==> src/mrd_pkg.sv <==
// shared constants for the mixed-radix DFT memory subsystem; import where needed
`default_nettype none

package mrd_pkg;

	// ------------------------------------------------------------------------
	// frame geometry
	// ------------------------------------------------------------------------
	// 60 = 4 * 5 * 3
	localparam int DFT_PTS = 60;
	localparam int ADDR_W = 6;
	// 16-bit real in the upper half, 16-bit imaginary in the lower half
	localparam int DATA_W = 32;
	localparam logic [ADDR_W-1:0] LAST_ADDR = ADDR_W'(DFT_PTS - 1);

	// ------------------------------------------------------------------------
	// stage factors
	// ------------------------------------------------------------------------
	localparam int NUM_STAGES = 3;
	localparam int STAGE_W = 2;
	// radix per stage, in processing order
	localparam int NF_TABLE [NUM_STAGES] = '{4, 5, 3};
	// transpose stride, frame length over radix
	localparam int STRIDE_TABLE [NUM_STAGES] = '{DFT_PTS / 4, DFT_PTS / 5, DFT_PTS / 3};

	// bank state codes
	localparam logic [1:0] BANK_SINK = 2'b00;
	localparam logic [1:0] BANK_RD = 2'b01;
	localparam logic [1:0] BANK_WR = 2'b10;
	localparam logic [1:0] BANK_SOURCE = 2'b11;

	// controller FSM codes
	localparam logic [1:0] FSM_WAIT = 2'd0;
	localparam logic [1:0] FSM_SINK = 2'd1;
	localparam logic [1:0] FSM_COMPUTE = 2'd2;
	localparam logic [1:0] FSM_SOURCE = 2'd3;

endpackage

`default_nettype wire

==> src/mrd_stride_addr.sv <==
// write-address generator; transpose permutation for the radix of the current stage
`default_nettype none

module mrd_stride_addr (
	input  logic                        clk,
	input  logic                        rst_n,
	input  logic                        wr_valid,
	input  logic [mrd_pkg::STAGE_W-1:0] stage,
	output logic [mrd_pkg::ADDR_W-1:0]  wr_addr
);
	import mrd_pkg::*;

	logic [2:0] nf;
	logic [ADDR_W-1:0] stride;
	// current output address, (i mod nf) * stride + i div nf
	logic [ADDR_W-1:0] acc;
	// position inside the group of nf writes
	logic [2:0] digit;
	logic [ADDR_W:0] acc_step;
	logic wr_valid_r;

	// table lookup, stage 0 also covers unused codes
	always_comb
	begin
		nf = 3'(NF_TABLE[0]);
		stride = ADDR_W'(STRIDE_TABLE[0]);
		for (int s = 1; s < NUM_STAGES; s++)
		begin
			if (stage == STAGE_W'(s))
			begin
				nf = 3'(NF_TABLE[s]);
				stride = ADDR_W'(STRIDE_TABLE[s]);
			end
		end
	end

	assign acc_step = {1'b0, acc} + {1'b0, stride};
	assign wr_addr = acc;

	always_ff @(posedge clk)
	begin
		if (!rst_n)
		begin
			acc <= '0;
			digit <= '0;
			wr_valid_r <= 1'b0;
		end
		else
		begin
			wr_valid_r <= wr_valid;
			if (wr_valid)
			begin
				if (digit == nf - 3'd1)
				begin
					// nf * stride = frame length, so this wraps to the next column
					digit <= '0;
					acc <= ADDR_W'(acc_step - (ADDR_W + 1)'(DFT_PTS - 1));
				end
				else
				begin
					digit <= digit + 3'd1;
					acc <= acc_step[ADDR_W-1:0];
				end
			end
			// end of pass, ready for the next stage
			else if (wr_valid_r)
			begin
				acc <= '0;
				digit <= '0;
			end
		end
	end

endmodule

`default_nettype wire

==> src/mrd_mem_bank.sv <==
// one ping-pong bank; sinks, reads or writes a stage, or sources a frame by its state code
`default_nettype none

module mrd_mem_bank (
	input  logic                       clk,
	input  logic                       rst_n,
	input  logic [1:0]                 state,
	input  logic                       sink_valid,
	input  logic                       sink_sop,
	input  logic [mrd_pkg::DATA_W-1:0] sink_data,
	input  logic                       wr_valid,
	input  logic [mrd_pkg::ADDR_W-1:0] wr_addr,
	input  logic [mrd_pkg::DATA_W-1:0] wr_data,
	output logic                       rd_valid,
	output logic [mrd_pkg::DATA_W-1:0] rd_data,
	output logic                       sink_busy,
	output logic                       source_busy,
	output logic                       wr_busy,
	output logic                       source_valid,
	output logic                       source_sop,
	output logic                       source_eop,
	output logic [mrd_pkg::DATA_W-1:0] source_data
);
	import mrd_pkg::*;

	logic [DATA_W-1:0] mem [DFT_PTS];
	logic [DATA_W-1:0] mem_q;
	logic [1:0] state_r;
	logic [ADDR_W-1:0] sink_addr;
	logic [ADDR_W-1:0] scan_addr;
	logic [ADDR_W-1:0] wr_cnt;
	logic [ADDR_W-1:0] mem_waddr;
	logic [DATA_W-1:0] mem_wdata;
	logic sink_we;
	logic stage_we;
	logic scan_on;
	logic scan_start;
	logic scan_last;
	logic src_scan;

	// ------------------------------------------------------------------------
	// write port, shared by sink and stage writes
	// ------------------------------------------------------------------------
	// stray words outside a frame are dropped
	assign sink_we = (state == BANK_SINK) && sink_valid && (sink_sop || sink_busy);
	assign stage_we = (state == BANK_WR) && wr_valid;
	assign mem_waddr = stage_we ? wr_addr : (sink_sop ? '0 : sink_addr);
	assign mem_wdata = stage_we ? wr_data : sink_data;

	// read latency 1
	always_ff @(posedge clk)
	begin
		if (sink_we || stage_we)
			mem[mem_waddr] <= mem_wdata;
		if (scan_on)
			mem_q <= mem[scan_addr];
	end

	// ------------------------------------------------------------------------
	// sequential scan, used for stage reads and for source
	// ------------------------------------------------------------------------
	// restarts on every entry into RD or SOURCE
	assign scan_start = ((state == BANK_RD) || (state == BANK_SOURCE)) && (state != state_r);
	assign scan_last = scan_addr == LAST_ADDR;
	assign src_scan = scan_on && (state == BANK_SOURCE);

	assign rd_valid = scan_on && (state == BANK_RD);
	assign rd_data = mem_q;
	assign source_data = mem_q;

	always_ff @(posedge clk)
	begin
		if (!rst_n)
		begin
			state_r <= BANK_SINK;
			scan_on <= 1'b0;
			scan_addr <= '0;
			sink_addr <= '0;
			sink_busy <= 1'b0;
			wr_cnt <= '0;
			wr_busy <= 1'b0;
			source_busy <= 1'b0;
			source_valid <= 1'b0;
			source_sop <= 1'b0;
			source_eop <= 1'b0;
		end
		else
		begin
			state_r <= state;

			// scan counter
			if (scan_start)
			begin
				scan_on <= 1'b1;
				scan_addr <= '0;
			end
			else if (scan_on)
			begin
				scan_on <= !scan_last;
				scan_addr <= scan_last ? '0 : scan_addr + 1'b1;
			end

			// sink pass, sop word lands at 0
			if (sink_we)
			begin
				if (sink_sop)
				begin
					sink_addr <= ADDR_W'(1);
					sink_busy <= 1'b1;
				end
				else if (sink_addr == LAST_ADDR)
				begin
					sink_addr <= '0;
					sink_busy <= 1'b0;
				end
				else
					sink_addr <= sink_addr + 1'b1;
			end

			// stage write pass, busy until the 60th write
			if ((state == BANK_WR) && (state_r != BANK_WR))
			begin
				wr_busy <= 1'b1;
				wr_cnt <= '0;
			end
			else if (stage_we)
			begin
				if (wr_cnt == LAST_ADDR)
					wr_busy <= 1'b0;
				wr_cnt <= (wr_cnt == LAST_ADDR) ? '0 : wr_cnt + 1'b1;
			end

			// source framing, aligned with mem_q
			source_valid <= src_scan;
			source_sop <= src_scan && (scan_addr == '0);
			source_eop <= src_scan && scan_last;
			if (scan_start && (state == BANK_SOURCE))
				source_busy <= 1'b1;
			else if (source_eop)
				source_busy <= 1'b0;
		end
	end

endmodule

`default_nettype wire

==> src/mrd_ctrl_fsm.sv <==
// frame controller; sequences sink, the radix stages and source over the two ping-pong banks
`default_nettype none

module mrd_ctrl_fsm (
	input  logic                        clk,
	input  logic                        rst_n,
	input  logic                        sink_sop,
	input  logic                        sink_busy0,
	input  logic                        sink_busy1,
	input  logic                        source_busy0,
	input  logic                        source_busy1,
	input  logic                        wr_busy0,
	input  logic                        wr_busy1,
	output logic [1:0]                  bank0_state,
	output logic [1:0]                  bank1_state,
	output logic [mrd_pkg::STAGE_W-1:0] stage,
	output logic                        sw_in,
	output logic                        sw_out,
	output logic                        xfer_1to0,
	output logic                        sink_idle
);
	import mrd_pkg::*;

	logic [1:0] fsm;
	logic [STAGE_W-1:0] cnt_stage;
	// delayed copy keeps the bank states steady on the last count
	logic [STAGE_W-1:0] cnt_stage_r;
	logic wr_busy0_r;
	logic wr_busy1_r;
	logic stage_done;
	logic bank_swap;

	// falling wr_busy of whichever bank is writing
	assign stage_done = (xfer_1to0 && !wr_busy0 && wr_busy0_r)
		|| (!xfer_1to0 && !wr_busy1 && wr_busy1_r);

	// bank0 writes when this is set
	assign bank_swap = sw_in ^ cnt_stage_r[0];

	// new frame may start only in wait, and never into a sourcing bank
	assign sink_idle = (fsm == FSM_WAIT)
		&& ((sw_in ? bank1_state : bank0_state) != BANK_SOURCE);

	// ------------------------------------------------------------------------
	// main FSM
	// ------------------------------------------------------------------------
	always_ff @(posedge clk)
	begin
		if (!rst_n)
			fsm <= FSM_WAIT;
		else
		begin
			case (fsm)
				// idle, previous frame may still be sourcing
				FSM_WAIT:
					if (sink_sop)
						fsm <= FSM_SINK;
				// wait until sink done and the other bank drained
				FSM_SINK:
					if (!sink_busy0 && !sink_busy1 && !source_busy0 && !source_busy1)
						fsm <= FSM_COMPUTE;
				FSM_COMPUTE:
					if (cnt_stage == STAGE_W'(NUM_STAGES))
						fsm <= FSM_SOURCE;
				// single cycle, kicks the source pass
				default:
					fsm <= FSM_WAIT;
			endcase
		end
	end

	// ------------------------------------------------------------------------
	// stage counter
	// ------------------------------------------------------------------------
	always_ff @(posedge clk)
	begin
		if (!rst_n)
		begin
			cnt_stage <= '0;
			cnt_stage_r <= '0;
			wr_busy0_r <= 1'b0;
			wr_busy1_r <= 1'b0;
		end
		else
		begin
			cnt_stage_r <= cnt_stage;
			wr_busy0_r <= wr_busy0;
			wr_busy1_r <= wr_busy1;
			if (fsm != FSM_COMPUTE)
				cnt_stage <= '0;
			else if (stage_done)
				cnt_stage <= cnt_stage + 1'b1;
		end
	end

	// ------------------------------------------------------------------------
	// bank states and steering flags
	// ------------------------------------------------------------------------
	always_ff @(posedge clk)
	begin
		if (!rst_n)
		begin
			bank0_state <= BANK_SINK;
			bank1_state <= BANK_SINK;
			stage <= '0;
			sw_in <= 1'b0;
			sw_out <= 1'b0;
			xfer_1to0 <= 1'b0;
		end
		else
		begin
			case (fsm)
				FSM_COMPUTE:
				begin
					// ping-pong, one bank reads while the other takes the permuted frame
					bank0_state <= bank_swap ? BANK_WR : BANK_RD;
					bank1_state <= bank_swap ? BANK_RD : BANK_WR;
					stage <= cnt_stage_r;
					xfer_1to0 <= bank_swap;
					// odd stage count leaves the result in the other bank
					sw_out <= (NUM_STAGES % 2 == 1) ? ~sw_in : sw_in;
				end
				FSM_SOURCE:
				begin
					bank0_state <= sw_out ? BANK_SINK : BANK_SOURCE;
					bank1_state <= sw_out ? BANK_SOURCE : BANK_SINK;
					stage <= '0;
					xfer_1to0 <= 1'b0;
					// next frame goes to the bank not holding the result
					sw_in <= ~sw_out;
				end
				default:
				begin
					// sink bank to SINK, the other keeps sourcing
					if (!sw_in)
						bank0_state <= BANK_SINK;
					if (sw_in)
						bank1_state <= BANK_SINK;
					stage <= '0;
					xfer_1to0 <= 1'b0;
				end
			endcase
		end
	end

endmodule

`default_nettype wire

==> src/mrd_dft_top.sv <==
// top level of the DFT memory subsystem; instantiate with a strobe sink and a streaming source
`default_nettype none

module mrd_dft_top (
	input  logic                       clk,
	input  logic                       rst_n,
	input  logic                       sink_valid,
	input  logic                       sink_sop,
	input  logic [mrd_pkg::DATA_W-1:0] sink_data,
	output logic                       sink_idle,
	output logic                       source_valid,
	output logic                       source_sop,
	output logic                       source_eop,
	output logic [mrd_pkg::DATA_W-1:0] source_data
);
	import mrd_pkg::*;

	logic [1:0] bank0_state;
	logic [1:0] bank1_state;
	logic [STAGE_W-1:0] stage;
	logic sw_in;
	logic sw_out;
	logic xfer_1to0;
	logic sink_busy0, sink_busy1;
	logic source_busy0, source_busy1;
	logic wr_busy0, wr_busy1;
	logic rd_valid0, rd_valid1;
	logic [DATA_W-1:0] rd_data0, rd_data1;
	logic src_valid0, src_valid1;
	logic src_sop0, src_sop1;
	logic src_eop0, src_eop1;
	logic [DATA_W-1:0] src_data0, src_data1;
	logic wr_valid;
	logic [ADDR_W-1:0] wr_addr;
	logic [DATA_W-1:0] wr_data;

	// ------------------------------------------------------------------------
	// controller and address generator
	// ------------------------------------------------------------------------
	mrd_ctrl_fsm u_ctrl (
		.clk(clk), .rst_n(rst_n), .sink_sop(sink_sop),
		.sink_busy0(sink_busy0), .sink_busy1(sink_busy1),
		.source_busy0(source_busy0), .source_busy1(source_busy1),
		.wr_busy0(wr_busy0), .wr_busy1(wr_busy1),
		.bank0_state(bank0_state), .bank1_state(bank1_state), .stage(stage),
		.sw_in(sw_in), .sw_out(sw_out), .xfer_1to0(xfer_1to0), .sink_idle(sink_idle)
	);

	mrd_stride_addr u_addr (
		.clk(clk), .rst_n(rst_n), .wr_valid(wr_valid), .stage(stage), .wr_addr(wr_addr)
	);

	// rd valid delayed one cycle to meet the registered read data
	always_ff @(posedge clk)
	begin
		if (!rst_n)
			wr_valid <= 1'b0;
		else
			wr_valid <= xfer_1to0 ? rd_valid1 : rd_valid0;
	end

	assign wr_data = xfer_1to0 ? rd_data1 : rd_data0;

	// ------------------------------------------------------------------------
	// banks, sink strobes steered by sw_in
	// ------------------------------------------------------------------------
	mrd_mem_bank u_bank0 (
		.clk(clk), .rst_n(rst_n), .state(bank0_state),
		.sink_valid(sink_valid && !sw_in), .sink_sop(sink_sop && !sw_in),
		.sink_data(sink_data), .wr_valid(wr_valid), .wr_addr(wr_addr), .wr_data(wr_data),
		.rd_valid(rd_valid0), .rd_data(rd_data0), .sink_busy(sink_busy0),
		.source_busy(source_busy0), .wr_busy(wr_busy0), .source_valid(src_valid0),
		.source_sop(src_sop0), .source_eop(src_eop0), .source_data(src_data0)
	);

	mrd_mem_bank u_bank1 (
		.clk(clk), .rst_n(rst_n), .state(bank1_state),
		.sink_valid(sink_valid && sw_in), .sink_sop(sink_sop && sw_in),
		.sink_data(sink_data), .wr_valid(wr_valid), .wr_addr(wr_addr), .wr_data(wr_data),
		.rd_valid(rd_valid1), .rd_data(rd_data1), .sink_busy(sink_busy1),
		.source_busy(source_busy1), .wr_busy(wr_busy1), .source_valid(src_valid1),
		.source_sop(src_sop1), .source_eop(src_eop1), .source_data(src_data1)
	);

	// output mux
	assign source_valid = sw_out ? src_valid1 : src_valid0;
	assign source_sop = sw_out ? src_sop1 : src_sop0;
	assign source_eop = sw_out ? src_eop1 : src_eop0;
	assign source_data = sw_out ? src_data1 : src_data0;

endmodule

`default_nettype wire

==> config.mk <==
export PLATFORM = sky130hd
export DESIGN_NAME = mrd_dft_top
export DESIGN_NICKNAME = d
export VERILOG_FILES = /design/src/mrd_pkg.sv /design/src/mrd_stride_addr.sv /design/src/mrd_mem_bank.sv /design/src/mrd_ctrl_fsm.sv /design/src/mrd_dft_top.sv
export SDC_FILE = /design/constraint.sdc
export NUM_CORES = 2
export LEC_CHECK = 0
export BUFFER_PORTS_ARGS = -buffer_cell sky130_fd_sc_hd__buf_2
export CORE_MARGIN = 2
export CORE_UTILIZATION = 59
export CTS_BUF_LIST = sky130_fd_sc_hd__clkbuf_4 sky130_fd_sc_hd__clkbuf_8
export DETAILED_ROUTE_END_ITERATION = 8
export PLACE_DENSITY = 0.78
export SLEW_MARGIN = 20
export SYNTH_ARGS = -nofsm -noshare
export SYNTH_HDL_FRONTEND = slang
export SYNTH_HIERARCHICAL = 1
export SYNTH_SLANG_ARGS = --single-unit
==> constraint.sdc <==
create_clock -name clk -period 3.7 [get_ports clk]
set_input_delay 0.185 -clock clk [delete_from_list [all_inputs] [get_ports clk]]
set_output_delay 0.185 -clock clk [all_outputs]
set_load 0.005 [all_outputs]
==> impl_metrics.tcl <==
set metrics [dict create \
    status "completed" \
    ys_ff_latch 3986 \
    post-dp-hpwl_mm 232 \
    synth_area_leader_cell "edfxtp_1" \
    finalCriticalPeriod_ns 3.36 \
    grt_pass1_vias 81100 \
    nNetsFinal 8223 \
    netlist_instances 7468 \
    met1_length_mm 134 \
    max_slew.worst_pin.slew_ns 1.08 \
    end_kind "register" \
    fin_skew_ns 0.0647 \
    slew_headroom_pct 27.8 \
    port-buffer-count 71 \
    start_util_pct 59.3 \
    grt_use_total_pct 28.6 \
    place_area_um2 164000 \
    clkSlewWorstSetupHoldPaths_ns 0.06 \
    post_drt_wl_per_cell_um 31.8 \
    switchingPower_mw 22.7 \
    post_cts_resized 0 \
    critical-path-top-delay-family "simple AND/OR/NAND/NOR gates" \
    critical_path_buf_inv_count 2 \
    ant_nets 0 \
    io_pins 72 \
    post_cts_buffers 0 \
    synth_fp_nets 7526 \
    internal_power_mw 74.4 \
    drive_gt1_share_pct 31.4 \
    cts_buffer_depth 4 \
    slew_violations 0 \
    synth_top_area_share_pct 75.3 \
    cap_violations 0 \
    clock_latency_ns 1.07 \
    cp_max_fo 21 \
    synthTopCellsByArea "edfxtp_1 75%, mux4_2 13%, mux2i_1 2.1%" \
    cpPeakStageDelay_ns 0.62 \
    yosysWarningCount 6 \
    leakage_nw 55.0 \
    cts-root-buf "clkbuf_8" \
    gp_congestion 0.867 \
    rows 188 \
    critPathArrivalTime_ns 4.07 \
    power_frac_comb_pct 10.9 \
    cts_max_level 6 \
    grt_overflow 0 \
    top_layer "met5" \
    first_iter_violations 10700 \
    min_period_over_period_pct 90.7 \
    die_w_um 518 \
    cts_hold_buf 34 \
    finalSetupViolations 0 \
    met3WireLength_mm 41.4 \
    rsz0062_at_grt "false" \
    route.met2.wl_mm 190 \
    grt_pass1_wl_mm 558 \
    syn_area_um2 156000 \
    crit_path_cell_trace "nand3b_1 -> mux2i_1 -> nor2b_1 -> nand2_1 -> buf_4 -> nor2_4 -> buf_12" \
    async_reset_ff_share_pct 0 \
    start_kind "register" \
    vias 80100 \
    antenna_found_initial 13 \
    drc 0 \
    core_area_um2 263000 \
    cts_made_buffers 611 \
    synth_seq_area_share_pct 76.4 \
    sw_frac_of_total_pct 23.4 \
    final_cell_mix "3904 x edfxtp_1, 905 x mux4_2, 636 x clkbuf_8" \
    final_hold_viol_count 0 \
    worst_hold_slack_ns 0.0730 \
    max_freq_mhz 298 \
    via_per_inst 6.60 \
    ys_types 80 \
    synth_edf_count 3904 \
    fin_tns_setup_ns 0 \
    peakVddDrop_mv 0.447 \
    syn2layout_area_growth_pct 13.1 \
    hold_path_class "in2reg" \
    final_common_cell "edfxtp_1" \
    first_pass_iters 6 \
    slowest_stage "mux2i_1" \
    fp.dieH_um 518 \
    grt_max_degree 82 \
    cts_sinks 3986 \
    cp_data_required_time_ns 4.42 \
    avgSynthCellArea_um2 20.8 \
    cts_tree "built" \
    wl_mm 386 \
    final_cell_area_um2 176000 \
    worstSetupPathType "reg2reg" \
    die-area_um2 268000 \
    power.share.clock_pct 36.9 \
    synthFlopType "edfxtp_1" \
    p_per_area_nw_per_um2 552 \
    p_seq_share_pct 52.3 \
    n_fill_cell 15700 \
]
-- layout make-up --
cell class	instances	area, um2	share of cell area [%]
timing repair buffer	556	5710	3.24
inverter	35	138	0.0782
clock buffer	863	10500	5.94
tap	3515	4400	2.50
antenna	4	10.0	0.00569
clock inverter	199	1400	0.796
multi-input combinational	2975	35000	19.9
sequential	3986	119000	67.5
-- cell usage after synthesis, types with 26 or more instances --
cell type	instances
a211oi_1	27
a21oi_1	102
a221oi_1	33
buf_1	36
buf_2	106
buf_4	132
buf_6	30
clkbuf_1	161
dfxtp_1	82
edfxtp_1	3904
inv_1	31
mux2_2	36
mux2_4	60
mux2i_1	321
mux4_2	905
nand2_1	563
nand3_1	26
nor2_1	217
nor2b_1	37
nor3_1	46
o21ai_0	76
o221ai_1	28
o22ai_1	83
-- worst register-to-register path: cells and delay by family, from the launching register on --
family	cells	cell delay (ns)
simple gates	4	1.32
mux	1	0.62
buf+inv	2	0.54
flops	1	0.51
-- state kept, by name, summed over array words and instances (netlist names), 2 cells and up --
signal,cells
u_addr/digit,3
u_addr/wr_addr,6
u_bank0/mem,1920
u_bank0/rd_data,32
u_bank0/scan_addr,6
u_bank0/sink_addr,6
u_bank0/state_r,2
u_bank0/wr_cnt,6
u_bank1/mem,1920
u_bank1/rd_data,32
u_bank1/scan_addr,6
u_bank1/sink_addr,6
u_bank1/state_r,2
u_bank1/wr_cnt,6
u_ctrl/bank0_state,2
u_ctrl/bank1_state,2
u_ctrl/cnt_stage,2
u_ctrl/cnt_stage_r,2
u_ctrl/fsm,2
u_ctrl/stage,2
-- power by group through the flow --
| stage | Combinational [mW] | Sequential (mW) | Clock, mW |
|---|---|---|---|
| 3_3_place_gp | 10.3 | 51.6 | 0 |
| 6_report | 10.6 | 50.7 | 35.8 |
| 5_1_grt | 11.2 | 50.7 | 38.0 |
| 2_1_floorplan | 7.81 | 51.2 | 0 |
| 4_1_cts | 10.6 | 50.7 | 36.1 |
| 3_5_place_dp | 10.5 | 51.6 | 0 |
-- cells by family (layout without fill, tap and decap cells) --
kind of cell,Yosys count,count (layout),synth area share [%]
other,0,4,0
adder cells (fa/ha/maj),22,22,0.182
flip-flops,3986,3986,76.4
XOR/XNOR,33,33,0.190
AO/OA/AOI/OAI,610,610,2.72
AND/OR/NAND/NOR,988,988,2.71
buffers and inverters,507,1653,1.84
multiplexers,1322,1322,16.0
-- per-stage QoR --
stage	cells	utilization (%)	setup WS (ns)	total power, mW
4_1_cts	12100	67.1	0.447	97.5
3_3_place_gp	11000	62.4	0.500	62.0
3_5_place_dp	11000	62.4	0.471	62.2
2_1_floorplan	7468	-	0.230	59.0
5_1_grt	12100	67.1	0.126	99.9
6_report	12100	67.1	0.345	97.1
-- path summary, 6_finish.rpt --
| kind | depth (start not counted) | slack, ns | endpoint | from |
|---|---|---|---|---|
| setup reg to reg | 7 | 0.34 | u_bank0/mem[15][12]$_DFFE_PP_ | wr_valid$_SDFF_PN0_ |
| setup / recovery | 7 | 0.34 | u_bank0/mem[15][12]$_DFFE_PP_ | wr_valid$_SDFF_PN0_ |
| hold reg to reg | 1 | 0.48 | u_ctrl/stage[1]$_SDFF_PN0_ | u_ctrl/cnt_stage_r[1]$_SDFF_PN0_ |
| hold / removal | 3 | 0.07 | u_bank0/mem[33][26]$_DFFE_PP_ | sink_data[26] |
-- layer usage --
metal / GRT usage, % / vias to the layer above
li1: - / 32300
met2: 46.4 / 5445
met1: 37.9 / 41400
met4: 13.3 / 12
met5: 0 / -
met3: 5.73 / 972
Note: power is estimated with default switching activity, not from simulation.
